### config.mk
export PLATFORM = sky130hd
export DESIGN_NAME = audio_codec_top
export DESIGN_NICKNAME = d
export VERILOG_FILES = /design/src/common/audio_pkg.sv /design/src/source/audio_codec_top.sv /design/src/source/playback_sample.sv /design/src/ac97/ac97_commands.sv /design/src/ac97/ac97_frame.sv /design/src/source/volume_control.sv /design/src/source/debounce.sv
export SDC_FILE = /design/constraint.sdc
export NUM_CORES = 1
export LEC_CHECK = 0
export BUFFER_PORTS_ARGS = -buffer_cell sky130_fd_sc_hd__buf_2
export CORE_MARGIN = 2
export CORE_UTILIZATION = 50
export CTS_BUF_LIST = sky130_fd_sc_hd__clkbuf_2
export DETAILED_ROUTE_END_ITERATION = 6
export PLACE_DENSITY_LB_ADDON = 0.15
export SKIP_CTS_REPAIR_TIMING = 1
export SYNTH_ARGS = -nofsm -noshare
export SYNTH_HDL_FRONTEND = slang
export SYNTH_SLANG_ARGS = --single-unit
export TNS_END_PERCENT = 20
### constraint.sdc
create_clock -name clock -period 3.6 [get_ports clock]
set_clock_uncertainty 0.1 [all_clocks]
set_input_delay 0.72 -clock clock [delete_from_list [all_inputs] [get_ports clock]]
set_output_delay 0.72 -clock clock [all_outputs]
set_load 0.02 [all_outputs]
### src/common/sine_table.hex
// one sine period, 64 samples, one 20-bit two's complement value per line
00000
0C8BD
18F8B
25280
30FBC
3C56B
471CE
5133C
5A827
62F1F
6A6D9
70E2C
7641A
7A7CF
7D8A5
7F622
7FFFF
7F622
7D8A5
7A7CF
7641A
70E2C
6A6D9
62F1F
5A827
5133C
471CE
3C56B
30FBC
25280
18F8B
0C8BD
00000
F3743
E7075
DAD80
CF044
C3A95
B8E32
AECC4
A57D9
9D0E1
95927
8F1D4
89BE6
85831
8275B
809DE
80001
809DE
8275B
85831
89BE6
8F1D4
95927
9D0E1
A57D9
AECC4
B8E32
C3A95
CF044
DAD80
E7075
F3743

### src/common/audio_pkg.sv
package audio_pkg;

  //////////////////////////////
  // frame geometry
  //////////////////////////////

  // one bit per clock, 256 bits per frame
  localparam int FRAME_BITS = 256;
  // synch high for the tag slot only
  localparam int SYNCH_BITS = 16;
  // mid-frame point for the ready pulse
  localparam int READY_BIT  = 128;
  localparam int SLOT_BITS  = 20;
  // first bit of tag, cmd address, cmd data, left, right
  localparam int SLOT_START [5] = '{0, 16, 36, 56, 76};

  // codec held in reset this long
  localparam int CODEC_RESET_CYCLES = 1024;

  //////////////////////////////
  // user controls
  //////////////////////////////

  // about 10 ms at 27 MHz
  localparam int DEBOUNCE_CYCLES = 270000;
  localparam int VOLUME_RESET    = 8;
  localparam int VOLUME_MAX      = 31;

  // tone table
  localparam int    SINE_STEPS = 64;
  localparam string SINE_FILE  = "/design/src/common/sine_table.hex";

  //////////////////////////////
  // codec registers
  //////////////////////////////

  // record source select code for the mic input
  localparam int RECORD_SOURCE_MIC = 0;
  // sequencer wraps after this many frames
  localparam int COMMAND_STEPS     = 16;

  localparam logic [7:0] REG_READ_ID       = 8'h80;
  localparam logic [7:0] REG_HEADPHONE     = 8'h04;
  localparam logic [7:0] REG_PCM           = 8'h18;
  localparam logic [7:0] REG_RECORD_SELECT = 8'h1A;
  localparam logic [7:0] REG_RECORD_GAIN   = 8'h1C;
  localparam logic [7:0] REG_MIC           = 8'h0E;
  localparam logic [7:0] REG_BEEP          = 8'h0A;
  localparam logic [7:0] REG_GENERAL       = 8'h20;

  //////////////////////////////
  // types
  //////////////////////////////

  typedef logic [SLOT_BITS-1:0] sample_t;
  typedef logic [4:0]           volume_t;
  typedef logic [7:0]           pcm8_t;

  // one command word, two views of the 16 data bits
  typedef union packed {
    struct packed {
      logic [7:0]  address;
      logic [15:0] data;
    } reg_view;
    // per-side level fields, used for attenuation and record source
    struct packed {
      logic [7:0] address;
      logic [2:0] left_pad;
      volume_t    left_level;
      logic [2:0] right_pad;
      volume_t    right_level;
    } level_view;
  } codec_cmd_t;

endpackage
### src/source/audio_codec_top.sv
`timescale 1ns/1ps

module audio_codec_top #(
  parameter int stable_cycles = audio_pkg::DEBOUNCE_CYCLES
) (
  input  logic             clock,
  input  logic             reset,
  input  logic             volume_up,
  input  logic             volume_down,
  input  logic             tone_enable,
  input  audio_pkg::pcm8_t audio_out_data,
  output audio_pkg::pcm8_t audio_in_data,
  output logic             frame_ready,
  // codec pins
  output logic             audio_reset_b,
  output logic             ac97_synch,
  output logic             ac97_sdata_out,
  input  logic             ac97_sdata_in
);
  import audio_pkg::*;

  volume_t    volume;
  codec_cmd_t command;
  logic       command_valid;
  sample_t    play_sample;

  volume_control #(.stable_cycles(stable_cycles)) volume_ctrl (
    .clock       (clock),
    .reset       (reset),
    .volume_up   (volume_up),
    .volume_down (volume_down),
    .volume      (volume)
  );

  // setup writes, one per frame
  ac97_commands commands (
    .clock         (clock),
    .reset         (reset),
    .frame_ready   (frame_ready),
    .volume        (volume),
    .command       (command),
    .command_valid (command_valid)
  );

  playback_sample playback (
    .clock          (clock),
    .reset          (reset),
    .frame_ready    (frame_ready),
    .tone_enable    (tone_enable),
    .audio_out_data (audio_out_data),
    .play_sample    (play_sample)
  );

  ac97_frame frame (
    .clock          (clock),
    .reset          (reset),
    .command        (command),
    .command_valid  (command_valid),
    .play_sample    (play_sample),
    .frame_ready    (frame_ready),
    .audio_in_data  (audio_in_data),
    .audio_reset_b  (audio_reset_b),
    .ac97_synch     (ac97_synch),
    .ac97_sdata_out (ac97_sdata_out),
    .ac97_sdata_in  (ac97_sdata_in)
  );

endmodule

### src/source/playback_sample.sv
`timescale 1ns/1ps

module playback_sample (
  input  logic               clock,
  input  logic               reset,
  input  logic               frame_ready,
  input  logic               tone_enable,
  input  audio_pkg::pcm8_t   audio_out_data,
  output audio_pkg::sample_t play_sample
);
  import audio_pkg::*;

  localparam int INDEX_BITS = $clog2(SINE_STEPS);
  localparam int PAD_BITS   = SLOT_BITS - $bits(pcm8_t);

  // one sine period in 20-bit signed samples
  sample_t                sine_table [SINE_STEPS];
  logic [INDEX_BITS-1:0]  tone_index;

  initial $readmemh(SINE_FILE, sine_table);

  // index steps once per frame, sample taken on the same pulse
  always_ff @(posedge clock) begin
    if (reset) begin
      tone_index  <= '0;
      play_sample <= '0;
    end else if (frame_ready) begin
      tone_index <= tone_index + 1'b1;
      // only the top 8 bits of the tone, same as user data
      if (tone_enable)
        play_sample <= {sine_table[tone_index][SLOT_BITS-1 -: $bits(pcm8_t)], {PAD_BITS{1'b0}}};
      else
        play_sample <= {audio_out_data, {PAD_BITS{1'b0}}};
    end
  end

endmodule

### src/ac97/ac97_commands.sv
`timescale 1ns/1ps

module ac97_commands (
  input  logic                  clock,
  input  logic                  reset,
  input  logic                  frame_ready,
  input  audio_pkg::volume_t    volume,
  output audio_pkg::codec_cmd_t command,
  output logic                  command_valid
);
  import audio_pkg::*;

  localparam int STATE_BITS = $clog2(COMMAND_STEPS);

  logic [STATE_BITS-1:0] state;
  codec_cmd_t            next_command;
  // codec wants attenuation rather than gain
  volume_t               attenuation;

  assign attenuation = volume_t'(VOLUME_MAX) - volume;

  //////////////////////////////
  // register table
  //////////////////////////////
  always_comb begin
    // read ID unless the state says otherwise
    next_command = '0;
    next_command.reg_view.address = REG_READ_ID;
    case (state)
      3: begin
        next_command.level_view.address     = REG_HEADPHONE;
        next_command.level_view.left_level  = attenuation;
        next_command.level_view.right_level = attenuation;
      end
      5: next_command.reg_view = '{address: REG_PCM, data: 16'h0808};
      6: begin
        // mic on both sides
        next_command.level_view.address     = REG_RECORD_SELECT;
        next_command.level_view.left_level  = volume_t'(RECORD_SOURCE_MIC);
        next_command.level_view.right_level = volume_t'(RECORD_SOURCE_MIC);
      end
      7: next_command.reg_view = '{address: REG_RECORD_GAIN, data: 16'h0F0F};
      // +20 dB mic boost
      9: next_command.reg_view = '{address: REG_MIC, data: 16'h8048};
      10: next_command.reg_view = '{address: REG_BEEP, data: 16'h0000};
      // pcm out bypasses 3D
      11: next_command.reg_view = '{address: REG_GENERAL, data: 16'h8000};
      default: ;
    endcase
  end

  // one step per frame
  always_ff @(posedge clock) begin
    if (reset) begin
      state         <= '0;
      command_valid <= 1'b0;
    end else if (frame_ready) begin
      state         <= (state == STATE_BITS'(COMMAND_STEPS - 1)) ? '0 : state + 1'b1;
      command_valid <= 1'b1;
    end
  end

  always_ff @(posedge clock) begin
    if (frame_ready)
      command <= next_command;
  end

  // once running, valid stays up with a defined command word
  a_valid_holds: assert property (@(posedge clock) disable iff (reset)
    command_valid |=> command_valid && !$isunknown(command));

endmodule

### src/ac97/ac97_frame.sv
`timescale 1ns/1ps

module ac97_frame (
  input  logic                  clock,
  input  logic                  reset,
  input  audio_pkg::codec_cmd_t command,
  input  logic                  command_valid,
  input  audio_pkg::sample_t    play_sample,
  output logic                  frame_ready,
  output audio_pkg::pcm8_t      audio_in_data,
  output logic                  audio_reset_b,
  output logic                  ac97_synch,
  output logic                  ac97_sdata_out,
  input  logic                  ac97_sdata_in
);
  import audio_pkg::*;

  localparam int TAG_BITS   = SLOT_START[1];
  localparam int CAPTURE_LO = SLOT_START[3];
  localparam int CAPTURE_HI = SLOT_START[4];
  // tag plus four slots, everything after is zero
  localparam int HEAD_BITS  = SLOT_START[4] + SLOT_BITS;
  localparam int COUNT_BITS = $clog2(FRAME_BITS);
  localparam int DELAY_BITS = $clog2(CODEC_RESET_CYCLES);

  logic [DELAY_BITS-1:0] delay_count;
  logic [COUNT_BITS-1:0] bit_count;
  logic                  last_bit;
  logic                  in_capture;
  // slot contents held for the whole frame
  codec_cmd_t            command_l;
  logic                  command_valid_l;
  sample_t               sample_l;
  sample_t               capture;
  logic [TAG_BITS-1:0]   tag;
  logic [HEAD_BITS-1:0]  frame_head;

  //////////////////////////////
  // codec reset delay
  //////////////////////////////
  always_ff @(posedge clock) begin
    if (reset) begin
      delay_count   <= '0;
      audio_reset_b <= 1'b0;
    end else if (!audio_reset_b) begin
      if (delay_count == DELAY_BITS'(CODEC_RESET_CYCLES - 1))
        audio_reset_b <= 1'b1;
      else
        delay_count <= delay_count + 1'b1;
    end
  end

  // frame counter, wraps by itself at 256
  always_ff @(posedge clock) begin
    if (reset)
      bit_count <= '0;
    else if (audio_reset_b)
      bit_count <= bit_count + 1'b1;
  end

  assign last_bit    = audio_reset_b && bit_count == COUNT_BITS'(FRAME_BITS - 1);
  assign frame_ready = audio_reset_b && bit_count == COUNT_BITS'(READY_BIT);
  assign ac97_synch  = audio_reset_b && bit_count < COUNT_BITS'(SYNCH_BITS);
  assign in_capture  = audio_reset_b && bit_count >= COUNT_BITS'(CAPTURE_LO) &&
                       bit_count < COUNT_BITS'(CAPTURE_HI);

  // next frame's data, taken on the last bit
  // first frame after the delay goes out empty
  always_ff @(posedge clock) begin
    if (reset) begin
      command_l       <= '0;
      command_valid_l <= 1'b0;
      sample_l        <= '0;
      audio_in_data   <= '0;
    end else if (last_bit) begin
      command_l       <= command_valid ? command : '0;
      command_valid_l <= command_valid;
      sample_l        <= play_sample;
      audio_in_data   <= capture[SLOT_BITS-1 -: $bits(pcm8_t)];
    end
  end

  // slot 3 in, MSB first
  always_ff @(posedge clock) begin
    if (in_capture)
      capture <= {capture[SLOT_BITS-2:0], ac97_sdata_in};
  end

  //////////////////////////////
  // serializer
  //////////////////////////////

  // frame valid, cmd addr, cmd data, left, right
  assign tag = {1'b1, command_valid_l, command_valid_l, 1'b1, 1'b1, {(TAG_BITS - 5){1'b0}}};

  // address and data are left justified in their slots
  assign frame_head = {tag,
                       command_l.reg_view.address, {(SLOT_BITS - 8){1'b0}},
                       command_l.reg_view.data, {(SLOT_BITS - 16){1'b0}},
                       sample_l,
                       sample_l};

  always_comb begin
    ac97_sdata_out = 1'b0;
    if (audio_reset_b && bit_count < COUNT_BITS'(HEAD_BITS))
      ac97_sdata_out = frame_head[HEAD_BITS - 1 - int'(bit_count)];
  end

  // marker lasts exactly the tag slot every frame
  a_synch_width: assert property (@(posedge clock) disable iff (reset)
    $rose(ac97_synch) |-> ac97_synch [*SYNCH_BITS] ##1 !ac97_synch);

endmodule

### src/source/volume_control.sv
`timescale 1ns/1ps

module volume_control #(
  parameter int stable_cycles = audio_pkg::DEBOUNCE_CYCLES
) (
  input  logic               clock,
  input  logic               reset,
  input  logic               volume_up,
  input  logic               volume_down,
  output audio_pkg::volume_t volume
);
  import audio_pkg::*;

  logic up_clean;
  logic down_clean;
  // previous debounced levels for edge detect
  logic up_last;
  logic down_last;
  logic up_edge;
  logic down_edge;

  debounce #(.stable_cycles(stable_cycles)) up_debounce (
    .clock (clock),
    .reset (reset),
    .noisy (volume_up),
    .clean (up_clean)
  );

  debounce #(.stable_cycles(stable_cycles)) down_debounce (
    .clock (clock),
    .reset (reset),
    .noisy (volume_down),
    .clean (down_clean)
  );

  assign up_edge   = up_clean & ~up_last;
  assign down_edge = down_clean & ~down_last;

  always_ff @(posedge clock) begin
    if (reset) begin
      // a button held through reset is not a press
      up_last   <= 1'b1;
      down_last <= 1'b1;
      volume    <= volume_t'(VOLUME_RESET);
    end else begin
      up_last   <= up_clean;
      down_last <= down_clean;
      // both at once cancel out
      if (up_edge && !down_edge && volume != volume_t'(VOLUME_MAX))
        volume <= volume + 1'b1;
      else if (down_edge && !up_edge && volume != '0)
        volume <= volume - 1'b1;
    end
  end

  // at most one step per cycle and no wrap at either end
  a_volume_step: assert property (@(posedge clock) disable iff (reset)
    !$past(reset) |-> (volume == $past(volume)) ||
      ({1'b0, volume} == {1'b0, $past(volume)} + 6'd1) ||
      ({1'b0, volume} + 6'd1 == {1'b0, $past(volume)}));

endmodule

### src/source/debounce.sv
`timescale 1ns/1ps

module debounce #(
  parameter int stable_cycles = audio_pkg::DEBOUNCE_CYCLES
) (
  input  logic clock,
  input  logic reset,
  input  logic noisy,
  output logic clean
);

  // wide enough to reach stable_cycles
  localparam int COUNT_BITS = $clog2(stable_cycles + 1);

  logic [COUNT_BITS-1:0] count;
  // last level seen on the input
  logic                  sampled;

  always_ff @(posedge clock) begin
    if (reset) begin
      count   <= '0;
      sampled <= noisy;
      clean   <= noisy;
    end else if (noisy != sampled) begin
      // input moved, start counting again
      sampled <= noisy;
      count   <= '0;
    end else if (count == COUNT_BITS'(stable_cycles)) begin
      // held long enough, pass it on
      clean <= sampled;
    end else begin
      count <= count + 1'b1;
    end
  end

endmodule

Word-level counts from Yosys, hierarchy flattened
Cells that the tools add are included.
{ "classes": {"n_addsub": 9, "magnitude_cmp": 5, "eq_ne": 18, "muxes": 26, "bitwise": 6, "reduce_logical": 25} }
{ "op_table": {"columns": ["op", "count"], "rows": [
  ["$pmux W8 S7", 1],
  ["$add A19 B1 Y19 const B", 2],
  ["$eq A19 B19 Y1 const B", 2],
  ["$lt A32 B9 Y1 const B", 1],
  ["$pmux W5 S3", 2],
  ["$mux W24", 1],
  ["$mux W20", 1],
  ["$eq A4 B4 Y1 const B", 4],
  ["$eq A8 B8 Y1 const B", 2],
  ["$lt A8 B7 Y1 const B", 2],
  ["$mux W1", 15],
  ["$eq A4 B3 Y1 const B", 3],
  ["$add A10 B1 Y10 const B", 1],
  ["$eq A10 B10 Y1 const B", 1],
  ["$logic_and A1 B1 Y1", 10],
  ["$mux W5", 2],
  ["$reduce_bool A2 Y1", 5],
  ["$sub A7 B8 Y9 const A", 1],
  ["$add A8 B1 Y8 const B", 1],
  ["$ge A8 B6 Y1 const B", 1],
  ["$lt A8 B5 Y1 const B", 1],
  ["$reduce_or A2 Y1", 4],
  ["$bmux W1 S7", 1],
  ["$reduce_and A2 Y1", 3],
  ["15 further kinds", 22]
]} }
{ "word_totals": {"register_bits": 190, "input_bits": 14, "wordCells": 110} }

Longest topological paths before layout
Gate-level depths: netlist of the first run.
{ "depth": {"word_depth": 7, "depth_mapped": 10, "mapped_depth_nobuf": 9} }

Modules after synthesis
A second synthesis of the first run with hierarchy kept.
{ "unflattened": {"hier_cells": 801, "area_unflattened_um2": 7742.4} }
{ "by_module_without_submodules": {"columns": ["mod", "instances", "cells_each", "area_per_inst_um2"], "rows": [
  ["ac97_frame", 1, 406, 3863.7],
  ["debounce", 2, 113, 1021.0],
  ["ac97_commands", 1, 85, 1022.2],
  ["volume_control", 1, 45, 435.4],
  ["playback_sample", 1, 39, 379.1]
]} }

Worst setup path before layout of the first run
No wires, ideal clock.
{ "synth_timing": {"path_type": "reg2out", "from": "register frame.bit_count[1]", "to": "output frame_ready", "arrival_ns": 1.912, "required_time_ns": 2.780, "setup_slack_ns": 0.868, "path_stages_with_launch": 7, "n_path_buf": 2, "cell_sequence": "dfxtp_1 buf_6 buf_4 inv_1 ha_1 nand4_1 nor2_1"} }
{ "synth_via": {"elab_chain_len": 2} }
{ "synth_rtl": {"columns": ["item", "line", "source"], "rows": [
  ["from (decl)", "ac97_frame.sv:27", "logic [COUNT_BITS-1:0] bit_count;"],
  ["from (signal assigned)", "ac97_frame.sv:58", "bit_count <= bit_count + 1'b1;"],
  ["$eq A8 B8 Y1", "ac97_frame.sv:62", "assign frame_ready = audio_reset_b && bit_count == COUNT_BITS'(READY_BIT);"],
  ["$logic_and A1 B1 Y1", "ac97_frame.sv:62", null],
  ["to (decl)", "audio_codec_top.sv:13", "output logic frame_ready,"]
]} }
Every way passes these cells.

Worst setup path in the final report of the first run
{ "layout_timing": {"from": "register frame.bit_count[1]", "to": "output ac97_sdata_out"} }
{ "layout_via": {"elab_chain_len": 5, "word_cells_on_any_way": 7, "cone_classes": "add/sub (1); order compare (1); mux (4); reduce/logical (1)"} }
{ "layout_rtl": {"columns": ["item", "line", "source"], "rows": [
  ["$sub A7 B8 Y9", "ac97_frame.sv:106", "ac97_sdata_out = frame_head[HEAD_BITS - 1 - int'(bit_count)];"],
  ["$bmux W1 S7", "ac97_frame.sv:106", null],
  ["$mux W1 (implied by the code) (2 in series)", "ac97_frame.sv:106", null],
  ["$mux W1 *", "ac97_frame.sv:105", "if (audio_reset_b && bit_count < COUNT_BITS'(HEAD_BITS))"],
  ["to (decl)", "audio_codec_top.sv:17", "output logic ac97_sdata_out,"]
]} }
Every way passes the cells marked *; elsewhere a longest branch is shown, timed or not. The select of a mux whose other input is x is not followed.

==> run metrics, run 1 <==
status finished, final reports clean; syn_nets 711; library cells used by synthesis 50; crit start category flop; Die X around 120 um; Worst-path clk slew 0.21 ns; Detail Placement HPWL 7730 um; Total GRT Usage 17.5%; hold_ws about 0.12 ns; Final Routed Wirelength 11600 um; Max Slew Vio Count 0; Post-synth EDFFs 41; Yosys warning count 0; CORE AREA 12800 um^2; total gr overflow 0; worst vdd ir 246 uV; Initial Util roughly 52%; unrepaired setup endpoints after global routing no; # IOs 26; Reg-to-Reg End volume_ctrl.volume[4]; Final period util 92.9%; drt first pass iters 4; gpl congestion 0.852; worst-margin pin slew 0.790 ns; instance count on the critical path 8; WP buf/inv 3; Synth async-reset ratio 0%; drc violations 0; later-pin clock latency in the skew report a little under 0.7 ns; minimum clock period around 3.3 ns; DIE HEIGHT 119 um; Setup TNS Final 0 ns; Hold Crit Class primary input to flop; H-Tree Depth 4; worst slack, placed 0.632 ns; Leak about 2.4 nW; CP max FO 13; PwrDens slightly below 400 nW/um^2; Synth Area per Inst 9.70 um^2; required time of the critical path 2.78 ns; final instance area 7000 um^2; fin worst setup slack 0.256 ns; Worst R2R Path Depth 9; global-route wire length before repair 20400 um; worst-case clock buffer depth 2; FILL cells 1141; crit path capture type output pin; FF-to-FF Start volume_ctrl.volume[2]; clk sinks 152; fmax 299 MHz; number of port buffers 24; total CTS buffers 17; Synth Cell Area between 6000 and 7000 um^2; Area after DPL 6800 um^2; CTS Root Cell clkbuf_2; Top delay family on crit path buffers and inverters; layout cells sized above 1 11.6%; Max-slew headroom 47.3%; Worst setup endpoint ac97_sdata_out; CP startpoint frame.bit_count[1]; Nets a little over 700; Syn Inst Count 680; vias in the first global route 4540; CTS tree done; vias per inst 5.28; Final Hold Viols 0; initial antenna violation count 0; critical path class flop to output pin; starting DRC count in detailed routing between 200 and 300; CP max stage delay 0.40 ns; Main synth FF type dfxtp_1; Worst path slowest cell dfxtp_2; worst path cell trace buf_4 > inv_1 > ha_1 > nor2_1 > nor4b_1 > a31oi_1 > o32ai_1 > buf_2; data arrival time of the worst path between 2 and 3 ns; post-layout util a little over half; most common cell after layout, fill and taps aside dfxtp_1; Site Rows slightly above 40; final number of setup-violating endpoints 0; Die ar. around 14000 um^2; max-cap violations 0; DR WL/cell about 13 um; #FFs+latches synth 152; ant diodes 0; most frequent cells in the layout dfxtp_1 (109), nand2_1 (98), nor2_1 (69), a21oi_1 (60); Detail Route Antenna Nets 0; Area Overhead vs Synth 6.12%; reg2reg setup slack 0.93 ns; largest net degree at the start of global routing 77; via count 4645; sequential share of the synthesized area 52.3%
## synth_stat cells, drive strengths merged, types with 2 or more instances
cell / n / area [um^2]
nand2b: 11 / 68.8
nor2b: 3 / 18.8
a21o: 3 / 22.5
o2111ai: 3 / 26.3
nand4: 20 / 131
o31a: 2 / 17.5
nor4b: 6 / 52.6
mux4: 4 / 90.1
xor2: 28 / 245
and4: 4 / 35.0
mux2i: 9 / 90.1
nor3: 13 / 103
dfxtp: 111 / 2220
mux2: 3 / 33.8
nor4: 6 / 43.8
edfxtp: 41 / 1230
or3b: 2 / 17.5
o21ai: 10 / 50.1
buf: 17 / 124
nor3b: 2 / 15.0
xnor2: 24 / 210
nand3: 41 / 205
a21oi: 61 / 305
nand2: 98 / 368
a211oi: 4 / 30.0
inv: 17 / 63.8
clkbuf: 17 / 63.8
a31oi: 2 / 12.5
a211o: 3 / 26.3
and2: 2 / 12.5
a311oi: 2 / 17.5
or3: 4 / 25.0
nor2: 70 / 265
and3: 10 / 62.6
or2: 5 / 31.3
ha: 16 / 200
## cells by family (layout without fill, tap and decap cells)
| family | after synthesis | after routing | synth area share [%] |
|---|---|---|---|
| AND/OR/NAND/NOR | 299 | 299 | 22.3 |
| flip-flops | 152 | 152 | 52.3 |
| XOR/XNOR | 52 | 52 | 6.90 |
| AO/OA/AOI/OAI | 92 | 92 | 7.98 |
| adder cells (fa/ha/maj) | 17 | 17 | 3.34 |
| multiplexers | 16 | 16 | 3.24 |
| buffers and inverters | 52 | 79 | 3.87 |
## metrics by stage
stage          power [mW]  cells
2_1_floorplan        1.91    680
6_report             2.76    879
4_1_cts              2.80    879
3_5_place_dp         1.94    848
3_3_place_gp         1.93    848
5_1_grt              2.88    879
## metal layers
metal / GRT usage (%) / part of all wire, %
met5: 0 / 0
met4: 5.80 / 0.48
met3: 5.12 / 2.9
met2: 28.7 / 48
met1: 22.2 / 48
## worst min-delay path by stage
| stage | startpoint | to | slack [ns] | depth (start not counted) |
|---|---|---|---|---|
| floorplan | frame.capture[9] | frame.capture[10] | 0.30 | 0 |
| finish | ac97_sdata_in | frame.capture[0] | 0.12 | 1 |
| detailed placement | frame.capture[11] | frame.capture[12] | 0.30 | 0 |
| global placement | frame.capture[5] | frame.capture[6] | 0.30 | 0 |
| global route | ac97_sdata_in | frame.capture[0] | 0.02 | 1 |
| CTS | ac97_sdata_in | frame.capture[0] | 0.03 | 1 |
## sequential cells by signal, indices dropped and copies added, names as in the netlist, 4 cells and up
signal and cells:
commands.command 17, commands.state 4, frame.audio_in_data 8, frame.bit_count 8
frame.capture 20, frame.command_l 17, frame.delay_count 10, frame.sample_l 8
playback.play_sample 8, volume_ctrl.down_debounce.count 19, volume_ctrl.up_debounce.count 19, volume_ctrl.volume 5
## cell type report
cell class	count	area [um^2]	share of cell area, %
Clock inverter	13	113	1.61
Sequential cell	152	3460	49.4
Inverter	18	67.6	0.965
Tap cell	172	215	3.07
Multi-Input combinational cell	476	2890	41.3
Timing Repair Buffer	30	165	2.36
Clock buffer	18	90.1	1.29
## where the power goes
group / internal, mW / leakage [nW] / switching [mW] / total (mW)
clock network: 0.300 / 0.133 / 0.553 / 0.853
logic: 0.0497 / 1.02 / 0.0683 / 0.118
registers: 1.77 / 1.25 / 0.0196 / 1.79
total: 2.12 / 2.41 / 0.641 / 2.76
Note: power is estimated with default switching activity, not from simulation.
==> run 2: changes to the inputs <==
==> constraint.sdc (replaced) <==
create_clock -name clock -period 3.6 [get_ports clock]
set_clock_uncertainty 0.1 [all_clocks]
set_input_delay 0.72 -clock clock [delete_from_list [all_inputs] [get_ports clock]]
set_output_delay 0.72 -clock clock [all_outputs]
set_load 0.05 [all_outputs]
==> run 2 against run 1 <==
Non-clock buffer count up 1. Design area up 1.0%. Register-to-register slack worse by 0.06 ns. Critical path type unchanged.
==> run metrics, run 2 (same netlist as run 1, synthesis figures left out) <==
status finished, final reports clean; H-Tree Depth 4 (unchanged); clk sinks 152 (unchanged); Die X 119 um (unchanged); Area Overhead vs Synth 7.22%; FILL cells 1166 (+2.2%); Area after DPL 6800 um^2 (unchanged); drc violations 0 (unchanged); fin cells 881 (+0.23%); internal power 2.27 mW (+7.2%); ant diodes 0 (unchanged); worst-case clock buffer depth 2 (unchanged); PwrDens 412 nW/um^2 (+4.6%); unrepaired setup endpoints after global routing no; Sw Pwr 646 uW (+0.80%); CP startpoint frame.bit_count[6]; minimum clock period 3.37 ns (+0.0277 ns); Detail Route Antenna Nets 0 (unchanged); initial antenna violation count 0 (unchanged); Worst setup endpoint ac97_sdata_out; Reg-to-Reg End volume_ctrl.volume[4]; worst path cell trace inv_1 > ha_1 > nor4b_1 > a31oi_1 > o32ai_1 > buf_4; critical path class flop to output pin; Nets 727 (+0.14%); top flop regs frame.capture x20, volume_ctrl.down_debounce.count x19, volume_ctrl.up_debounce.count x19; global-route wire length before repair 20100 um (-1.2%); most common cell after layout, fill and taps aside dfxtp_1; required time of the critical path 2.78 ns (about the same); Site Rows 41 (unchanged); Detail Placement HPWL 7560 um (-2.1%); starting DRC count in detailed routing 264 (-9.6%); worst slack, placed 0.606 ns (-0.0266 ns); crit start category flop; hold_ws 0.122 ns (+0.00431 ns); DIE HEIGHT 119 um (unchanged); Top delay family on crit path flip-flops; Power Total 2.92 mW (+5.7%); drt first pass iters 4 (unchanged); worst vdd ir 220 uV (-11%); data arrival time of the worst path 2.55 ns (+0.03 ns); FF-to-FF Start volume_ctrl.volume[2]; vias in the first global route 4448 (-2.0%); DP Cell Count 848 (unchanged); Hold Crit Class primary input to flop; Max-slew headroom 48.3% (+0.94 points); via count 4701 (+1.2%); # IOs 26 (unchanged); fmax 297 MHz (-0.82%); Total GRT Usage 17.3% (-0.17 points); layout cells sized above 1 12.0% (+0.39 points); most frequent cells in the layout dfxtp_1 (107), nand2_1 (98), nor2_1 (69), a21oi_1 (60); Worst-path clk slew 0.20 ns (about the same); total gr overflow 0 (unchanged); Worst path slowest cell dfxtp_2; total CTS buffers 17 (unchanged); fin worst setup slack 0.228 ns (-0.0277 ns); Final Hold Viols 0 (unchanged); largest net degree at the start of global routing 77 (unchanged); max reg flops 20 (unchanged); vias per inst 5.34 (+0.98%); max-cap violations 0 (unchanged); switching share of total power 22.2% (-1.1 points); Final Routed Wirelength 11300 um (-2.2%); final instance area 7080 um^2 (+1.0%); final number of setup-violating endpoints 0 (unchanged); gpl congestion 0.841 (-1.3%); CTS tree done; clock power share 34.7% (+3.8 points); CP max FO 9 (-4); Largest Register frame.capture; Leak 2.44 nW (+1.3%); instance count on the critical path 6 (-2); worst-margin pin slew 0.776 ns (-0.0141 ns); Worst R2R Path Depth 9 (unchanged); CTS Root Cell clkbuf_2; number of port buffers 24 (unchanged); crit path capture type output pin; Sequential Power Share 61.2% (-3.6 points); Comb power frac 4.1% (-0.2 points); Max Slew Vio Count 0 (unchanged); CP max stage delay 0.47 ns (+0.07 ns); Final period util 93.7% (+0.77 points); DR WL/cell 12.8 um (-2.5%); WP buf/inv 2 (-1); Die ar. 14100 um^2 (unchanged); CORE AREA 12800 um^2 (unchanged); reg2reg setup slack 0.87 ns (-0.06 ns); Initial Util 51.7% (unchanged); later-pin clock latency in the skew report 0.70 ns (+0.02 ns)
## run 2: through the flow
step	utilization [%]	TNS [ns]
floorplan	-	0
global placement	53.2	0
detailed placement	53.2	0
CTS	55.2	-0.218
global route	55.4	0
finish	55.4	0
## run 2: power by group through the flow
stage          logic [mW]  clock network (mW)  registers (mW)
3_5_place_dp        0.121                   0            1.82
4_1_cts             0.122                1.05            1.79
2_1_floorplan      0.0939                   0            1.82
6_report            0.120                1.01            1.79
3_3_place_gp        0.112                   0            1.82
5_1_grt             0.135                1.12            1.79
## run 2: layout make-up
cell class / instances / area, um^2 / area share (%)
Sequential cell: 152 / 3460 / 48.9
Multi-Input combinational cell: 476 / 2890 / 40.9
Tap cell: 172 / 215 / 3.04
Timing Repair Buffer: 31 / 178 / 2.51
Clock inverter: 12 / 158 / 2.23
Clock buffer: 20 / 100 / 1.41
Inverter: 18 / 67.6 / 0.955
## run 2: worst min-delay path by stage
| stage | startpoint | to | depth (start not counted) |
|---|---|---|---|
| after CTS | ac97_sdata_in | frame.capture[0] | 1 |
| final | audio_out_data[4] | playback.play_sample[16] | 3 |
| after global routing | audio_out_data[4] | playback.play_sample[16] | 3 |
| after floorplan | frame.capture[9] | frame.capture[10] | 0 |
| after detailed placement | frame.capture[11] | frame.capture[12] | 0 |
| after global placement | frame.capture[5] | frame.capture[6] | 0 |
## run 2: worst register-to-register path, cell delays in order, from the launching register on
cell and delay, ns:
dfxtp_1 0.50, nand3_1 0.12, o2111ai_1 0.58, inv_1 0.12
fa_1 0.43, inv_1 0.08, a21o_1 0.12, a21oi_1 0.08
mux2i_1 0.18, mux2_2 0.35
## run 2: layer usage
metal	up-vias	share of wire [%]	GRT usage, %
li1	2407	-	-
met1	2214	48	22.2
met2	65	47	28.1
met3	15	3.5	4.17
met4	0	1.7	7.07
met5	-	0	0
